<file path="src/common/dcache_defs.svh">
// Cache geometry macros; include in any file that sizes cache addresses or arrays
`ifndef DCACHE_DEFS_SVH
`define DCACHE_DEFS_SVH

// Word address of the 16-bit CPU over a 1 MB byte space
`define DCACHE_ADDR_BITS 19

// Set count and set index width
`define DCACHE_SETS 256
`define DCACHE_INDEX_BITS 8

// Words per line and word offset width
`define DCACHE_LINE_WORDS 8
`define DCACHE_OFFSET_BITS 3

// Tag takes the address bits above index and offset
`define DCACHE_TAG_BITS (`DCACHE_ADDR_BITS - `DCACHE_INDEX_BITS - `DCACHE_OFFSET_BITS)

// Associativity of the cache
`define DCACHE_WAYS 2

// Words held by one way
`define DCACHE_WAY_WORDS (`DCACHE_SETS * `DCACHE_LINE_WORDS)

// Word address inside one way (index and offset)
`define DCACHE_LINE_ADDR_BITS (`DCACHE_INDEX_BITS + `DCACHE_OFFSET_BITS)

`endif

</file>
<file path="src/common/dcache_pkg.sv">
// Struct types of the data cache; compile first and import where the types are used
`include "dcache_defs.svh"

`default_nettype none

package dcache_pkg;

    // Word address as the cache splits it
    typedef struct packed {
        logic [`DCACHE_TAG_BITS-1:0]    tag;
        logic [`DCACHE_INDEX_BITS-1:0]  index;
        logic [`DCACHE_OFFSET_BITS-1:0] offset;
    } cache_addr_t;

    // One CPU access, held steady until ack
    typedef struct packed {
        cache_addr_t addr;
        logic [15:0] wdata;
        logic [1:0]  bytesel;
        logic        write;
    } cpu_req_t;

    // One memory beat, always a full word
    typedef struct packed {
        logic [`DCACHE_ADDR_BITS-1:0] addr;
        logic [15:0]                  wdata;
        logic                         write;
    } mem_req_t;

    // Stored state of one way in one set
    typedef struct packed {
        logic [`DCACHE_TAG_BITS-1:0] tag;
        logic                        valid;
        logic                        dirty;
    } way_meta_t;

    // Registered result of a tag lookup
    typedef struct packed {
        way_meta_t [`DCACHE_WAYS-1:0] way;
        logic                         lru;
        logic                         hit;
        logic                         hit_way;
    } lookup_t;

endpackage

`default_nettype wire

</file>
<file path="src/dcache/dcache_ctrl.sv">
// Data cache FSM; runs lookups, write-back and fill beats, and acks the CPU
`include "dcache_defs.svh"

`default_nettype none

module dcache_ctrl (
    input  logic                              clk,
    input  logic                              reset,
    input  logic                              access,
    input  dcache_pkg::cpu_req_t              cpu_req,
    input  dcache_pkg::lookup_t               lookup,
    input  logic [15:0]                       data_rdata,
    input  logic                              mem_ack,
    input  logic [15:0]                       mem_rdata,
    output logic                              ack,
    output logic [15:0]                       rdata,
    output logic                              lookup_en,
    output logic                              meta_we,
    output logic                              meta_way,
    output dcache_pkg::way_meta_t             meta_wdata,
    output logic                              lru_we,
    output logic                              lru_wdata,
    output logic                              data_rd_way,
    output logic [`DCACHE_LINE_ADDR_BITS-1:0] data_rd_addr,
    output logic                              data_we,
    output logic                              data_wr_way,
    output logic [`DCACHE_LINE_ADDR_BITS-1:0] data_wr_addr,
    output logic [15:0]                       data_wdata,
    output logic [1:0]                        data_be,
    output logic                              mem_access,
    output dcache_pkg::mem_req_t              mem_req
);

    import dcache_pkg::*;

    typedef enum logic [2:0] {
        ST_IDLE,
        ST_LOOKUP,
        ST_RESPOND,
        ST_WB_READ,
        ST_WB_BEAT,
        ST_FILL,
        ST_REPLAY
    } state_t;

    state_t                         state;
    state_t                         state_next;
    logic [`DCACHE_OFFSET_BITS-1:0] beat;
    logic                           victim_way;
    logic                           beat_gap;
    logic                           beat_done;
    logic                           last_beat;
    logic                           in_wb;
    logic                           write_hit;
    logic                           fill_wr;
    way_meta_t                      lru_meta;
    way_meta_t                      victim_meta;

    assign lru_meta    = lookup.way[lookup.lru];
    assign victim_meta = lookup.way[victim_way];
    assign beat_done   = mem_access && mem_ack;
    assign last_beat   = &beat;
    assign in_wb       = (state == ST_WB_READ) || (state == ST_WB_BEAT);

    // ------------------------------------------------------------------------
    // State and beat counter
    // ------------------------------------------------------------------------

    always_ff @(posedge clk or posedge reset) begin
        if (reset) begin
            state      <= ST_IDLE;
            beat       <= '0;
            victim_way <= 1'b0;
            beat_gap   <= 1'b0;
        end else begin
            state    <= state_next;
            // Keeps mem_access low for the cycle after each memory ack
            beat_gap <= beat_done;
            if (state == ST_RESPOND && !lookup.hit) begin
                victim_way <= lookup.lru;
                beat       <= '0;
            end else if (beat_done) begin
                // Wraps to 0 after the last write-back beat, ready for the fill
                beat <= beat + 1'b1;
            end
        end
    end

    always_comb begin
        state_next = state;
        case (state)
            ST_IDLE: begin
                if (access) begin
                    state_next = ST_LOOKUP;
                end
            end
            ST_LOOKUP: state_next = ST_RESPOND;
            ST_RESPOND: begin
                if (lookup.hit) begin
                    state_next = ST_IDLE;
                end else if (lru_meta.valid && lru_meta.dirty) begin
                    state_next = ST_WB_READ;
                end else begin
                    state_next = ST_FILL;
                end
            end
            ST_WB_READ: state_next = ST_WB_BEAT;
            ST_WB_BEAT: begin
                if (beat_done) begin
                    state_next = last_beat ? ST_FILL : ST_WB_READ;
                end
            end
            ST_FILL: begin
                if (beat_done && last_beat) begin
                    state_next = ST_REPLAY;
                end
            end
            // New tag written here, then the request runs again as a lookup
            ST_REPLAY: state_next = ST_LOOKUP;
            default: state_next = ST_IDLE;
        endcase
    end

    // ------------------------------------------------------------------------
    // CPU side and stores
    // ------------------------------------------------------------------------

    assign ack       = (state == ST_RESPOND) && lookup.hit;
    assign rdata     = data_rdata;
    assign lookup_en = (state == ST_LOOKUP);
    assign write_hit = ack && cpu_req.write;
    assign fill_wr   = (state == ST_FILL) && beat_done;

    // Every hit makes the other way the next victim
    assign lru_we    = ack;
    assign lru_wdata = ~lookup.hit_way;

    // Hit data in respond, victim words during write-back
    assign data_rd_way  = (state == ST_RESPOND) ? lookup.hit_way : victim_way;
    assign data_rd_addr = {cpu_req.addr.index, in_wb ? beat : cpu_req.addr.offset};

    assign data_we      = write_hit || fill_wr;
    assign data_wr_way  = write_hit ? lookup.hit_way : victim_way;
    assign data_wr_addr = {cpu_req.addr.index, write_hit ? cpu_req.addr.offset : beat};
    assign data_wdata   = write_hit ? cpu_req.wdata : mem_rdata;
    assign data_be      = write_hit ? cpu_req.bytesel : 2'b11;

    always_comb begin
        meta_we    = 1'b0;
        meta_way   = victim_way;
        meta_wdata = victim_meta;
        if (write_hit) begin
            meta_we          = 1'b1;
            meta_way         = lookup.hit_way;
            meta_wdata       = lookup.way[lookup.hit_way];
            meta_wdata.dirty = 1'b1;
        end else if (state == ST_WB_BEAT && beat_done && last_beat) begin
            // Victim is clean once its last word is out
            meta_we          = 1'b1;
            meta_wdata.dirty = 1'b0;
        end else if (state == ST_REPLAY) begin
            meta_we          = 1'b1;
            meta_wdata.tag   = cpu_req.addr.tag;
            meta_wdata.valid = 1'b1;
            meta_wdata.dirty = 1'b0;
        end
    end

    // ------------------------------------------------------------------------
    // Memory side
    // ------------------------------------------------------------------------

    assign mem_access = ((state == ST_WB_BEAT) || (state == ST_FILL)) && !beat_gap;

    always_comb begin
        mem_req.addr  = {(state == ST_WB_BEAT) ? victim_meta.tag : cpu_req.addr.tag,
                         cpu_req.addr.index, beat};
        mem_req.wdata = data_rdata;
        mem_req.write = (state == ST_WB_BEAT);
    end

endmodule

`default_nettype wire

</file>
<file path="config.mk">
export PLATFORM = sky130hd
export DESIGN_NAME = dcache_ctrl
export DESIGN_NICKNAME = d
export VERILOG_FILES = /design/src/common/dcache_pkg.sv /design/src/dcache/dcache_ctrl.sv
export VERILOG_INCLUDE_DIRS = /design/src /design/src/common
export SDC_FILE = /design/constraint.sdc
export NUM_CORES = 1
export LEC_CHECK = 0
export ABC_AREA = 1
export BUFFER_PORTS_ARGS = -buffer_cell sky130_fd_sc_hd__buf_2
export CAP_MARGIN = 25
export CORE_AREA = 10 10 105 70
export DETAILED_ROUTE_END_ITERATION = 8
export DIE_AREA = 0 0 115 80
export HOLD_SLACK_MARGIN = 0.02
export PLACE_DENSITY = 0.8
export RECOVER_POWER = 25
export SYNTH_ARGS = -nofsm -noshare
export SYNTH_HDL_FRONTEND = slang
export SYNTH_SLANG_ARGS = --single-unit
</file>
<file path="constraint.sdc">
create_clock -name clk -period 1.8 [get_ports clk]
set_input_delay 0.09 -clock clk [delete_from_list [all_inputs] [get_ports clk]]
set_output_delay 0.09 -clock clk [all_outputs]
set_load 0.1 [all_outputs]
</file>
---- Yosys cells after proc, flatten, opt, wreduce, memory -nomap -nowiden ----
Index checks and enable logic that the tools add are counted.
storage, ports and cells
  register bits after elaboration ......... 8
  output and inout bits ................... 112
  logic and storage cells ................. 66
operators by class
  add/sub/neg operators ................... 1
  magnitude comparators ................... 3
  equal/unequal tests ..................... 9
  muxes and demuxes ....................... 29
  bitwise logic cells ..................... 1
  reductions and logical operators ........ 19
operators with widths
  operator               number
  $mux W10               6
  $mux W3                10
  $pmux W3 S7            1
  $mux W16               1
  $logic_and A1 B1 Y1    10
  $eq A3 B3 Y1 const B   3
  $mux W9                1
  $mux W8                1
  $eq A3 B2 Y1 const B   2
  $lt A1 B2 Y1 const B   3
  $mux W1                6
  $mux W2                3
  $reduce_and A3 Y1      2
  $ne A2 B2 Y1 const B   2
  $add A3 B1 Y3 const B  1
  $eq A3 B1 Y1 const B   1
  $logic_not A3 Y1       1
  $logic_or A1 B1 Y1     3
  $logic_not A1 Y1       2
  $ne A2 B1 Y1 const B   1
  $reduce_bool A2 Y1     1
  $not A1 Y1             1

---- Depth between registers and ports, before layout ----
Gate-level depths: netlist of run 1.
  depth after elaboration ................. 8
  mapped depth ............................ 9
  gate-level depth less buffers ........... 8

---- Worst setup path after synthesis of run 1 ----
OpenSTA, ideal clock, no wires.
  path type ............................... reg-to-output
  start point ............................. register state[2]
  end point ............................... output port meta_way
  arrival ................................. 4.228 ns
  required time ........................... 1.710 ns
  setup slack ............................. -2.518 ns
  stages on the path, launching flop included .. 9
  path buffers ............................ 3
  cells stage by stage .................... dfrtp_1 -> buf_4 -> inv_2 -> nand3_2 -> nor2_4 -> nand2_2 -> buf_6 -> o21ai_0 -> buf_4
on the way
  cells in the longest elaborated chain, start to end .. 4
RTL lines
  element                   RTL line            source
  start: declaration        dcache_ctrl.sv:46   state_t state;
  start signal: assignment  dcache_ctrl.sv:76   state <= state_next;
  $eq A3 B2 Y1              dcache_ctrl.sv:128  assign ack = (state == ST_RESPOND) && lookup.hit;
  $logic_and A1 B1 Y1       dcache_ctrl.sv:128
  net ack                   dcache_ctrl.sv:15   output logic ack,
  $logic_and A1 B1 Y1       dcache_ctrl.sv:131  assign write_hit = ack && cpu_req.write;
  $mux W1                   --
  end: declaration          dcache_ctrl.sv:19   output logic meta_way,
The timed path passes the listed nets, and every way through them passes these cells.

---- Worst setup path after layout of run 1 ----
  start point ............................. register state[2]
  end point ............................... output port data_wdata[8]
on the way
  cells in the longest elaborated chain, start to end .. 4
RTL lines
  element              RTL line            source
  $eq A3 B2 Y1         dcache_ctrl.sv:128
  $logic_and A1 B1 Y1  dcache_ctrl.sv:128
  $logic_and A1 B1 Y1  dcache_ctrl.sv:131
  $mux W16             dcache_ctrl.sv:145  assign data_wdata = write_hit ? cpu_req.wdata : mem_rdata;
  end: declaration     dcache_ctrl.sv:28   output logic [15:0] data_wdata,
Every way passes these cells.

==> summary.md, run 1 <==
The initial antenna violation count was 0. The sum of routed wire length over all layers came out at 8404 um. The last weighted congestion value of the routability-driven placer is 0.8386, and the transition time at the pin with the least slew margin is 0.5164 ns.

The initial utilization of the core area, before any placement, comes to 32.85%. Detailed placement finished with a half-perimeter wire length of 6429 um. The count of boundary I/O pins came out at 209. The tools report the number of cell rows as 21.

Die span in y: 80 um. Dividing the detail-routed via count by the number of cells gives 4.907. The number of setup violations in the final report came out at 3. Number of failing hold endpoints at the final stage: 0. Cells fill 72.77% of the core in the end. The share of the clock period used by the worst path after layout was 100.2%.

In this run, synthesis produced a sequential element count of 8. Number of optimization iterations in the first detailed-route pass: 4. On the final layout, the worst clock skew is 0.007475 ns.

The via count of the first global-routing pass was 2373; the area growth from synthesis to layout was 121.5%. The final reports fail on negative setup slack. The top fanout value on the critical path was 7; the average footprint of a synthesized cell was 5.539 um^2. In the final routed layout, each cell accounts on average for 17.29 um. For the number of warnings printed during yosys synthesis, the log shows 0. The run gives 1.71 ns as the required time at the worst-slack endpoint. The arrival time at the worst endpoint is 1.71 ns. The post-route netlist has 66.19% of its cells at a drive strength greater than 1. The run gives 20 as the maximum number of pins on one net before global-route repair. Port buffering added 128 buffers. The worst-case clock buffer depth is 2, and the time the worst path needs with I/O delays and setup is 1.803 ns. Based on the critical path, the design can be clocked at up to 554.7 MHz.

TritonCTS built the clock tree. The static leakage is 0.001897 uW. The core area is 5413 um^2. At the placement stage, the worst setup path has a slack of 0.05395 ns. The post-synthesis instance area is 1778 um^2. The starting DRC count in detailed routing is 101. The flow ran to the end, but the final reports show violations. The clock root buffer master is clkbuf_8. The worst hold slack across all endpoints was 0.1765 ns; the x dimension of the die was 115 um.

The number of pins with negative max-slew slack in the final report is 0, and the highest ir drop seen on vdd is 0.9652 mV. Synthesis instantiated 21 different standard cells from the library. The final setup TNS is -0.004597 ns. The run gives 8 as the clock net sink count. Clock latency on the worst-skew pair, taken at its later pin, is 0.23 ns. The routed layout has 2385 vias.

For this run, the post-layout net count is 517. Synthesis handed over a netlist of 321 instances. Floorplan die area: 9200 um^2. The number of maximum-capacitance constraint violations is 0. Share of synthesized area occupied by flip-flops and latches: 11.26%. Clock-pin slew was measured on the worst setup and hold paths at 0.04 ns.

Setup repair after global routing could not meet its margin everywhere. Global routing finished with a remaining overflow of 0. For this run, design rule violations remaining after detail routing come to 0. Headroom to the max-slew limit came out at 65.81%.

The number of H-tree levels was 1. The worst setup path is launched from a flip-flop. The post-synthesis net count is 420. Overall routing resource usage: 15.93%. The endpoint kind of the worst setup timing path is an output port. The first-pass GRT wire length is 12100 um.

The logs give -0.002843 ns for the minimum setup slack in the final design and 0 for the final antenna diode count. Summing internal, switching and leakage power gives 7185 uW. The run gives 0 as the count of antenna-violating nets left after detailed routing.

The kind of critical path is flip-flop to output port. The tools report the clock buffer count from CTS as 3. Classification of the worst-slack hold path: input port to flip-flop.

Dividing total power by cell area gives a power density of 1824 nW/um^2.
[cell usage after synthesis]
cell type / n / share of area [%]
inv_2: 3 / 0.63
o21ai_1: 3 / 0.84
buf_6: 2 / 1.3
buf_2: 5 / 1.4
buf_4: 62 / 26
ha_1: 2 / 1.4
nor2_4: 1 / 0.63
a21oi_1: 3 / 0.84
o21ai_0: 55 / 15
nand3b_1: 1 / 0.42
or2_2: 1 / 0.35
and2_1: 1 / 0.35
nand3_2: 3 / 1.7
nor2_1: 9 / 1.9
inv_1: 26 / 5.5
nand2_2: 2 / 0.70
clkbuf_1: 3 / 0.63
dfrtp_1: 8 / 11
or2_1: 1 / 0.35
nand2_1: 120 / 25
nand3_1: 10 / 2.8
[registers in the layout, summed over array words and instances, names as in the netlist]
| signal | flops |
|---|---|
| beat | 3 |
| beat_gap | 1 |
| state | 3 |
| victim_way | 1 |
[repair_timing]
item	in CTS	in global routing
pin swaps	1	15
hold buffers	1	0
resized for setup	45	62
endpoints found under the hold margin	8	0
buffers inserted	7	14
endpoints found under the setup margin	35	44
gates cloned	0	3
[layout by cell type, fill, tap and decap left out, types with 3 or more instances in the layout]
master	count
buf_2	77
dfrtp_1	3
clkbuf_4	3
o21ai_4	19
nand3_1	9
nand2_8	21
buf_6	6
o21ai_2	11
buf_12	48
nor2_4	3
nand2_1	65
dfrtp_2	3
inv_1	24
o21ai_0	19
o21ai_1	9
nand2_2	27
nand3_4	4
clkbuf_8	3
nor2_1	7
buf_4	24
nand2_4	10
[worst max-delay path, stage by stage (launching register included)]
cell       delay [ns]
dfrtp_1          0.40
inv_4            0.08
nand3_4          0.08
nor2_4           0.21
nand2_8          0.12
clkinv_8         0.09
clkbuf_16        0.17
nand2_2          0.09
nand2_8          0.07
buf_12           0.16
[kinds of logic after synthesis]
family,share of synthesized area (%)
fa+ha+maj,1.407
simple gates,34.55
compound gates,17.17
buf+inv,35.61
flops,11.26
[layout make-up]
| type | count | area [um^2] |
|---|---|---|
| clock buffers | 4 | 45.04 |
| multi-input cells | 213 | 1763 |
| well taps | 69 | 86.33 |
| fillers | 393 | 1474 |
| inverters | 29 | 126.4 |
| repair buffers | 163 | 1707 |
| flip-flops and latches | 8 | 211.5 |
[where the power goes]
group	total [uW]	internal (uW)	switching [uW]
logic	6550	2160	4390
clock network	234	154	79.7
registers	399	277	122
[routing by layer]
layer,up-vias,wire [um],GRT usage (%)
met5,-,0,0
met4,0,64,2.709
met3,7,1090,10.29
met2,156,4261,27.07
met1,1076,2987,16.46
li1,1146,-,-
[stage by stage]
stage / cells / instance area, um^2
6_report: 486 / 3939
5_1_grt: 486 / 3939
4_1_cts: 469 / 3557
3_5_place_dp: 457 / 3321
3_3_place_gp: 457 / 3321
2_1_floorplan: 321 / 2359
[path summary, 6_finish.rpt]
| kind | from | endpoint | slack (ns) | cells past startpoint |
|---|---|---|---|---|
| worst max-delay path | state[2] | data_wdata[8] | -0.003 | 9 |
| worst min-delay path | lookup[2] | victim_way | 0.18 | 3 |
| worst max register to register | state[0] | beat[0] | 0.14 | 7 |
| worst min register to register | beat[2] | beat[2] | 0.61 | 2 |
| max in group asynchronous | reset | state[0] | 1.15 | 3 |
| min in group asynchronous | reset | beat[0] | 0.36 | 3 |
Note: power is estimated with default switching activity, not from simulation.
==> inputs of run 2 (changes only) <==
--- a/config.mk
+++ b/config.mk
@@ -12,6 +12,7 @@
 export CORE_AREA = 10 10 105 70
 export DETAILED_ROUTE_END_ITERATION = 8
 export DIE_AREA = 0 0 115 80
+export GPL_TIMING_DRIVEN = 0
 export HOLD_SLACK_MARGIN = 0.02
 export PLACE_DENSITY = 0.8
 export RECOVER_POWER = 25
==> summary.md, run 2 (same netlist as run 1, synthesis figures left out) <==
The last weighted congestion value of the routability-driven placer is 0.8619 (was 0.8386). The later-pin clock latency in the skew report was 0.23 ns (about the same). The overall routing resource usage was 20.32% (was 15.93%). Top Registers: beat (3), state (3) (unchanged). The number of remaining DRC errors came out at 0 (unchanged).

The transition time at the pin with the least slew margin was 1.193 ns (was 0.5164 ns). The logs give 600 (was 486) for the non-filler instance count after layout and 1.82 ns (was 1.71 ns) for the arrival time at the worst endpoint. Reg-to-reg endpoint: beat[2] (was beat[0]). The worst-case clock buffer depth came out at 2 (unchanged).

For the sum of routed wire length over all layers, the log shows 11120 um (was 8404 um). Detail-routed net length per standard cell: 18.53 um (was 17.29 um). The per-cell via count in the routed design came out at 4.787 (was 4.907).

The tools report the initial antenna violation count as 0 (unchanged). Origin of the worst min-delay path: lookup[2] (unchanged). The clock net sink count was 8 (unchanged); the die span in y was 80 um (unchanged).

The static leakage is 0.002280 uW (was 0.001897 uW), and the first-pass GRT wire length is 15300 um (was 12100 um). The total grt overflow was 0 (unchanged); the clock buffer count from CTS was 3 (unchanged). The count of boundary I/O pins is 209 (unchanged). The launch point of the worst reg-to-reg path is state[2] (was state[0]).

Failing checks: negative setup slack (unchanged). The number of cells in the design after placement is 573 (was 457). The x dimension of the die works out to 115 um (unchanged). The run finished, with violations left. The logs give 2910 (was 2373) for the via count of the first global-routing pass and 32.85% (unchanged) for the initial core utilization. The logs give 170 (was 101) for the starting DRC count in detailed routing and 2872 (was 2385) for the via count.

The classification of the worst-slack hold path is input port to flip-flop (unchanged). The run gives 7890 um (was 6429 um) as the detailed placer's ending HPWL. The setup slack on the worst flop-to-flop path was 0.20 ns (was 0.14 ns); the post-route clock skew was 0.009944 ns (was 0.007475 ns). The run gives 522.3 MHz (was 554.7 MHz) as the maximum clock frequency. The number of input and output port buffers inserted came out at 183 (was 128). The length in cells of the worst reg-to-reg path was 8 (was 7). The run gives 1 (unchanged) as the number of H-tree levels.

The endpoint kind of the worst setup timing path was an output port (unchanged). Setup repair after global routing could not meet its margin everywhere. For the remaining max-slew budget at the tightest pin, the log shows 20.81% (was 65.81%).

The kind of critical path is flip-flop to output port (unchanged). The beginning of the critical path is state[2] (unchanged). The layout cell share with drive strength beyond 1 is 68.93% (was 66.19%). The maximum number of pins on one net before global-route repair was 11 (was 20).

The number of failing hold endpoints at the final stage is 0 (unchanged). The number of setup violations in the final report is 37 (was 3), and the top fanout value on the critical path is 6 (was 7). The number of pins with negative max-slew slack in the final report came out at 0 (unchanged). Clock root buffer master: clkbuf_8 (unchanged).

The tools report the kind of start point of the critical path as a flip-flop (unchanged). The clock slew seen by the registers of the worst setup and hold paths was 0.04 ns (about the same); the time the worst path needs with I/O delays and setup was 1.915 ns (was 1.803 ns). The final setup TNS came out at -1.832 ns (was -0.004597 ns). TritonCTS built the clock tree. The share of the clock period used by the worst path after layout is 106.4% (was 100.2%), and the highest ir drop seen on vdd is 1.503 mV (was 0.9652 mV). The power density over the cells was 1725 nW/um^2 (was 1824 nW/um^2); the final-stage net count was 631 (was 517). The endpoint of the most critical setup path is data_wr_addr[0] (was data_wdata[8]). The count of antenna-violating nets left after detailed routing is 0 (unchanged), and the number of maximum-capacitance constraint violations is 0 (unchanged). The area growth from synthesis to layout works out to 151.4% (was 121.5%). The number of cell rows is 21 (unchanged), and the number of optimization iterations in the first detailed-route pass is 4 (unchanged).

The minimum setup slack in the final design came out at -0.1147 ns (was -0.002843 ns). The leading cell type in the layout, fill and taps excluded was buf_2 (unchanged). The required time at the worst-slack endpoint is 1.71 ns (about the same). The logs give 0 (unchanged) for the final antenna diode count and 9200 um^2 (unchanged) for the floorplan die area. The run gives 5413 um^2 (unchanged) as the core area.

Commonest cells after routing, fill and taps aside: buf_2, buf_4, nand2_1 (was buf_2, nand2_1, buf_12).
-- run 2: cell count changes in the layout (fill, tap and decap cells not counted), sizes merged --
cell,change
clkinv,-1
buf,+94
inv,+1
clkbuf,+21
nand2,-1
-- run 2: repair_timing --
item,in CTS,in global routing
pin swaps,4,6
setup buffers,7,13
setup endpoints to repair,47,48
gates cloned,0,2
hold buffers,1,0
endpoints found under the hold margin,8,0
resized for setup,188,71
-- run 2: worst min path at each step --
stage / end / slack, ns / cells after the start
2_1_floorplan: beat_gap / -0.09 / 1
3_3_place_gp: beat[0] / 0.06 / 2
3_5_place_dp: beat[0] / 0.06 / 2
4_1_cts: victim_way / 0.12 / 3
5_1_grt: victim_way / 0.16 / 3
6_report: victim_way / 0.12 / 3
-- run 2: final cells by class --
class                      instances  area, um^2
fill                             366       943.4
clock buffer                       4       45.04
timing repair buffer             206        1735
inverter                          29       118.9
buffer                            72       600.6
tap                               69       86.33
multi-input combinational        212        1672
sequential                         8       211.5
-- run 2: metal layers --
| metal | up-vias | global-route usage (%) | wire, um | part of all wire [%] |
|---|---|---|---|---|
| met5 | - | 0 | 0 | 0 |
| met4 | 0 | 4.433 | 178 | 1.6 |
| met3 | 16 | 8.333 | 1090 | 9.8 |
| met2 | 133 | 40.86 | 6265 | 56 |
| met1 | 1354 | 18.57 | 3586 | 32 |
| li1 | 1369 | - | - | - |
-- run 2: worst max-delay path, cell delays in order, from the launching register on --
cell and delay [ns]:
dfrtp_1 0.36, buf_6 0.13, inv_4 0.06, nand3_4 0.07, nor2_4 0.16, nand2_4 0.12
buf_12 0.17, buf_8 0.14, o21ai_4 0.18, buf_12 0.19
-- run 2: power breakdown --
group / internal (uW) / leakage, uW / switching, uW
combinational: 2170 / 0.00216 / 4910
clock: 154 / 0.0000228 / 74.5
sequential: 278 / 0.0000967 / 122
-- run 2: metrics by stage --
stage                     worst slack (ns)  hold slack, ns  utilization, %  area, um^2  total power, uW
final                              -0.1147          0.1243           82.57        4469             7707
after global routing               -0.1915          0.1641           82.57        4469             7985
after CTS                         -0.07910          0.1183           75.91        4109             7220
after detailed placement           -0.2292         0.05897           62.09        3361             5974
after global placement             -0.2074         0.05592           62.09        3361             5902
after floorplan                    -0.6220        -0.09437               -        2359             5194
==> inputs of run 3 (changes only) <==
--- a/config.mk
+++ b/config.mk
@@ -16,6 +16,7 @@
 export HOLD_SLACK_MARGIN = 0.02
 export PLACE_DENSITY = 0.8
 export RECOVER_POWER = 25
+export SLEW_MARGIN = 30
 export SYNTH_ARGS = -nofsm -noshare
 export SYNTH_HDL_FRONTEND = slang
 export SYNTH_SLANG_ARGS = --single-unit
==> constraint.sdc (replaced) <==
create_clock -name clk -period 1.8 [get_ports clk]
set_input_delay 0.09 -clock clk [delete_from_list [all_inputs] [get_ports clk]]
set_output_delay 0.09 -clock clk [all_outputs]
set_load 0.01 [all_outputs]
==> summary.md, run 3 (same netlist as run 1, synthesis figures left out) <==
The share of the clock period used by the worst path after layout was 95.25% (was 106.4%); the number of H-tree levels was 1 (unchanged). The largest stage delay on the critical path was 0.40 ns (was 0.36 ns); the transition time at the pin with the least slew margin was 0.4349 ns (was 1.193 ns). The number of setup violations in the final report is 0 (was 37), and the top fanout value on the critical path is 6 (unchanged). Top Registers: beat (3), state (3) (unchanged). The tools report the minimum setup slack in the final design as 0.08550 ns (was -0.1147 ns). Leading cell type in the layout, fill and taps excluded: buf_2 (unchanged). The later-pin clock latency in the skew report is 0.23 ns (about the same), and the worst hold slack across all endpoints is 0.1186 ns (was 0.1243 ns). The final-stage net count was 612 (was 631); the maximum number of pins on one net before global-route repair was 11 (unchanged).

The run gives 2780 um^2 (was 3361 um^2) as the post-place instance area. The power density over the cells was 887.3 nW/um^2 (was 1725 nW/um^2); the clock slew seen by the registers of the worst setup and hold paths was 0.04 ns (about the same). For the worst-case clock buffer depth, the log shows 2 (unchanged). The run finished with clean final reports.

Library cell contributing the largest single delay on the critical path: dfrtp_2 (was dfrtp_1). The last weighted congestion value of the routability-driven placer was 0.8237 (was 0.8619); the total grt overflow was 0 (unchanged). The endpoint kind of the worst setup timing path was an output port (unchanged). The tools report the number of maximum-capacitance constraint violations as 0 (unchanged). The detail-routed net length per standard cell was 14.85 um (was 18.53 um); the clock net sink count was 8 (unchanged).

The maximum clock frequency is 583.3 MHz (was 522.3 MHz). The tools report the clock root buffer master as clkbuf_8 (unchanged). The classification of the worst-slack hold path was input port to flip-flop (unchanged). TritonCTS built the clock tree.

Final antenna diode count: 0 (unchanged). The tools report the highest ir drop seen on vdd as 0.4754 mV (was 1.503 mV). Static leakage: 0.001776 uW (was 0.002280 uW). The starting DRC count in detailed routing is 170 (unchanged). The run gives 0 (unchanged) as the count of antenna-violating nets left after detailed routing.

The worst setup timing slack at the placement stage is 0.1168 ns (was -0.2292 ns). Area growth from synthesis to layout: 63.41% (was 151.4%). The logs give 32.85% (unchanged) for the initial core utilization and 2605 (was 2872) for the via count.

The arrival time at the worst endpoint was 1.62 ns (was 1.82 ns); the remaining max-slew budget at the tightest pin was 71.00% (was 20.81%). Cell-by-cell trace of the critical path: inv_2, nand3_2, nor2_4, nand2_4, bufbuf_16, o21ai_0, o21ai_1, buf_2 (was buf_6, inv_4, nand3_4, nor2_4, nand2_4, buf_12, buf_8, o21ai_4, buf_12). The die span in y is 80 um (unchanged), and the x dimension of the die is 115 um (unchanged).

The combined buffer and inverter count along the critical path is 3 (was 5). For the number of optimization iterations in the first detailed-route pass, the log shows 4 (unchanged). The required time at the worst-slack endpoint is 1.71 ns (about the same).

Commonest cells after routing, fill and taps aside: buf_2, nand2_1, buf_4 (was buf_2, buf_4, nand2_1). Kind of critical path: flip-flop to output port (unchanged). Kind of start point of the critical path: a flip-flop (unchanged). Family with the most delay on the worst path: buffers and inverters (unchanged). The run gives 0 (unchanged) as the initial antenna violation count. The core area is 5413 um^2 (unchanged), and the time the worst path needs with I/O delays and setup is 1.714 ns (was 1.915 ns). The count of boundary I/O pins is 209 (unchanged), and the sum of routed wire length over all layers is 8615 um (was 11120 um). The number of failing hold endpoints at the final stage is 0 (unchanged), and the layout cell share with drive strength beyond 1 is 48.53% (was 68.93%). The per-cell via count in the routed design is 4.491 (was 4.787). Via count of the first global-routing pass: 2614 (was 2910). The run gives 3 (unchanged) as the clock buffer count from CTS. The number of input and output port buffers inserted works out to 183 (unchanged). The logs give 13080 um (was 15300 um) for the first-pass GRT wire length and 21 (unchanged) for the number of cell rows. The logs give 2905 um^2 (was 4469 um^2) for the post-route standard cell area excluding fillers and 0 (unchanged) for the number of remaining DRC errors. The floorplan die area is 9200 um^2 (unchanged).

The tools report the number of pins with negative max-slew slack in the final report as 0 (unchanged). Overall routing resource usage: 17.03% (was 20.32%). The logs give 7543 um (was 7890 um) for the detailed placer's ending HPWL and 0.003780 ns (was 0.009944 ns) for the post-route clock skew.
run 3: changes by cell type in the layout (fill, tap and decap cells not counted), sizes merged:
cell,change
bufbuf,+1
clkbuf,+6
buf,-27
run 3: metal layers:
| layer | up-vias | GRT usage, % | part of all wire [%] |
|---|---|---|---|
| li1 | 1327 | - | - |
| met1 | 1144 | 18.38 | 36 |
| met2 | 132 | 30.66 | 50 |
| met3 | 2 | 7.733 | 14 |
| met4 | 0 | 2.217 | 0.39 |
| met5 | - | 0 | 0 |
run 3: where the power goes:
group          internal, uW  leakage, uW  switching (uW)
logic                   830      0.00166            1150
clock network           145    0.0000216            70.3
registers               268    0.0000972             118
total                  1240      0.00178            1330
run 3: stage by stage:
stage,util (%),instances,setup TNS (ns),total power (uW)
floorplan,-,321,0,1481
global placement,51.36,573,0,2220
detailed placement,51.36,573,0,2271
CTS,53.58,579,0,2552
global route,53.68,580,-0.008881,2869
finish,53.68,580,0,2578
run 3: worst paths after layout:
check / slack [ns] / start / cells past startpoint / to
hold / removal: 0.12 / lookup[2] / 3 / victim_way
setup / recovery: 0.09 / state[2] / 8 / meta_wdata[1]
max in group asynchronous: 1.19 / reset / 3 / state[1]
setup reg to reg: 0.33 / state[0] / 6 / beat[2]
hold reg to reg: 0.57 / beat[1] / 2 / beat[1]
min in group asynchronous: 0.35 / reset / 3 / beat[0]
run 3: what timing repair did:
action                                 in CTS  in global routing
hold buffers                                1                  0
setup endpoints to repair                  26                 37
cloned                                      1                  0
pin swaps                                   2                  1
buffers inserted                            2                  1
resized for setup                          12                 19
endpoints found under the hold margin       8                  0
run 3: layout make-up:
class,instances,area [um^2]
plain buffers,71,539.3
clock buffers,3,41.29
fillers,556,2507
inverters,29,113.9
multi-input cells,212,975.9
flip-flops and latches,8,206.4
well taps,69,86.33
repair buffers,188,942.2
run 3: worst min-delay path, delay by kind of cell:
family                 cells  cell delay, ns
buffers and inverters      1            0.10
AO/OA/AOI/OAI              1            0.07
AND/OR/NAND/NOR            1            0.05
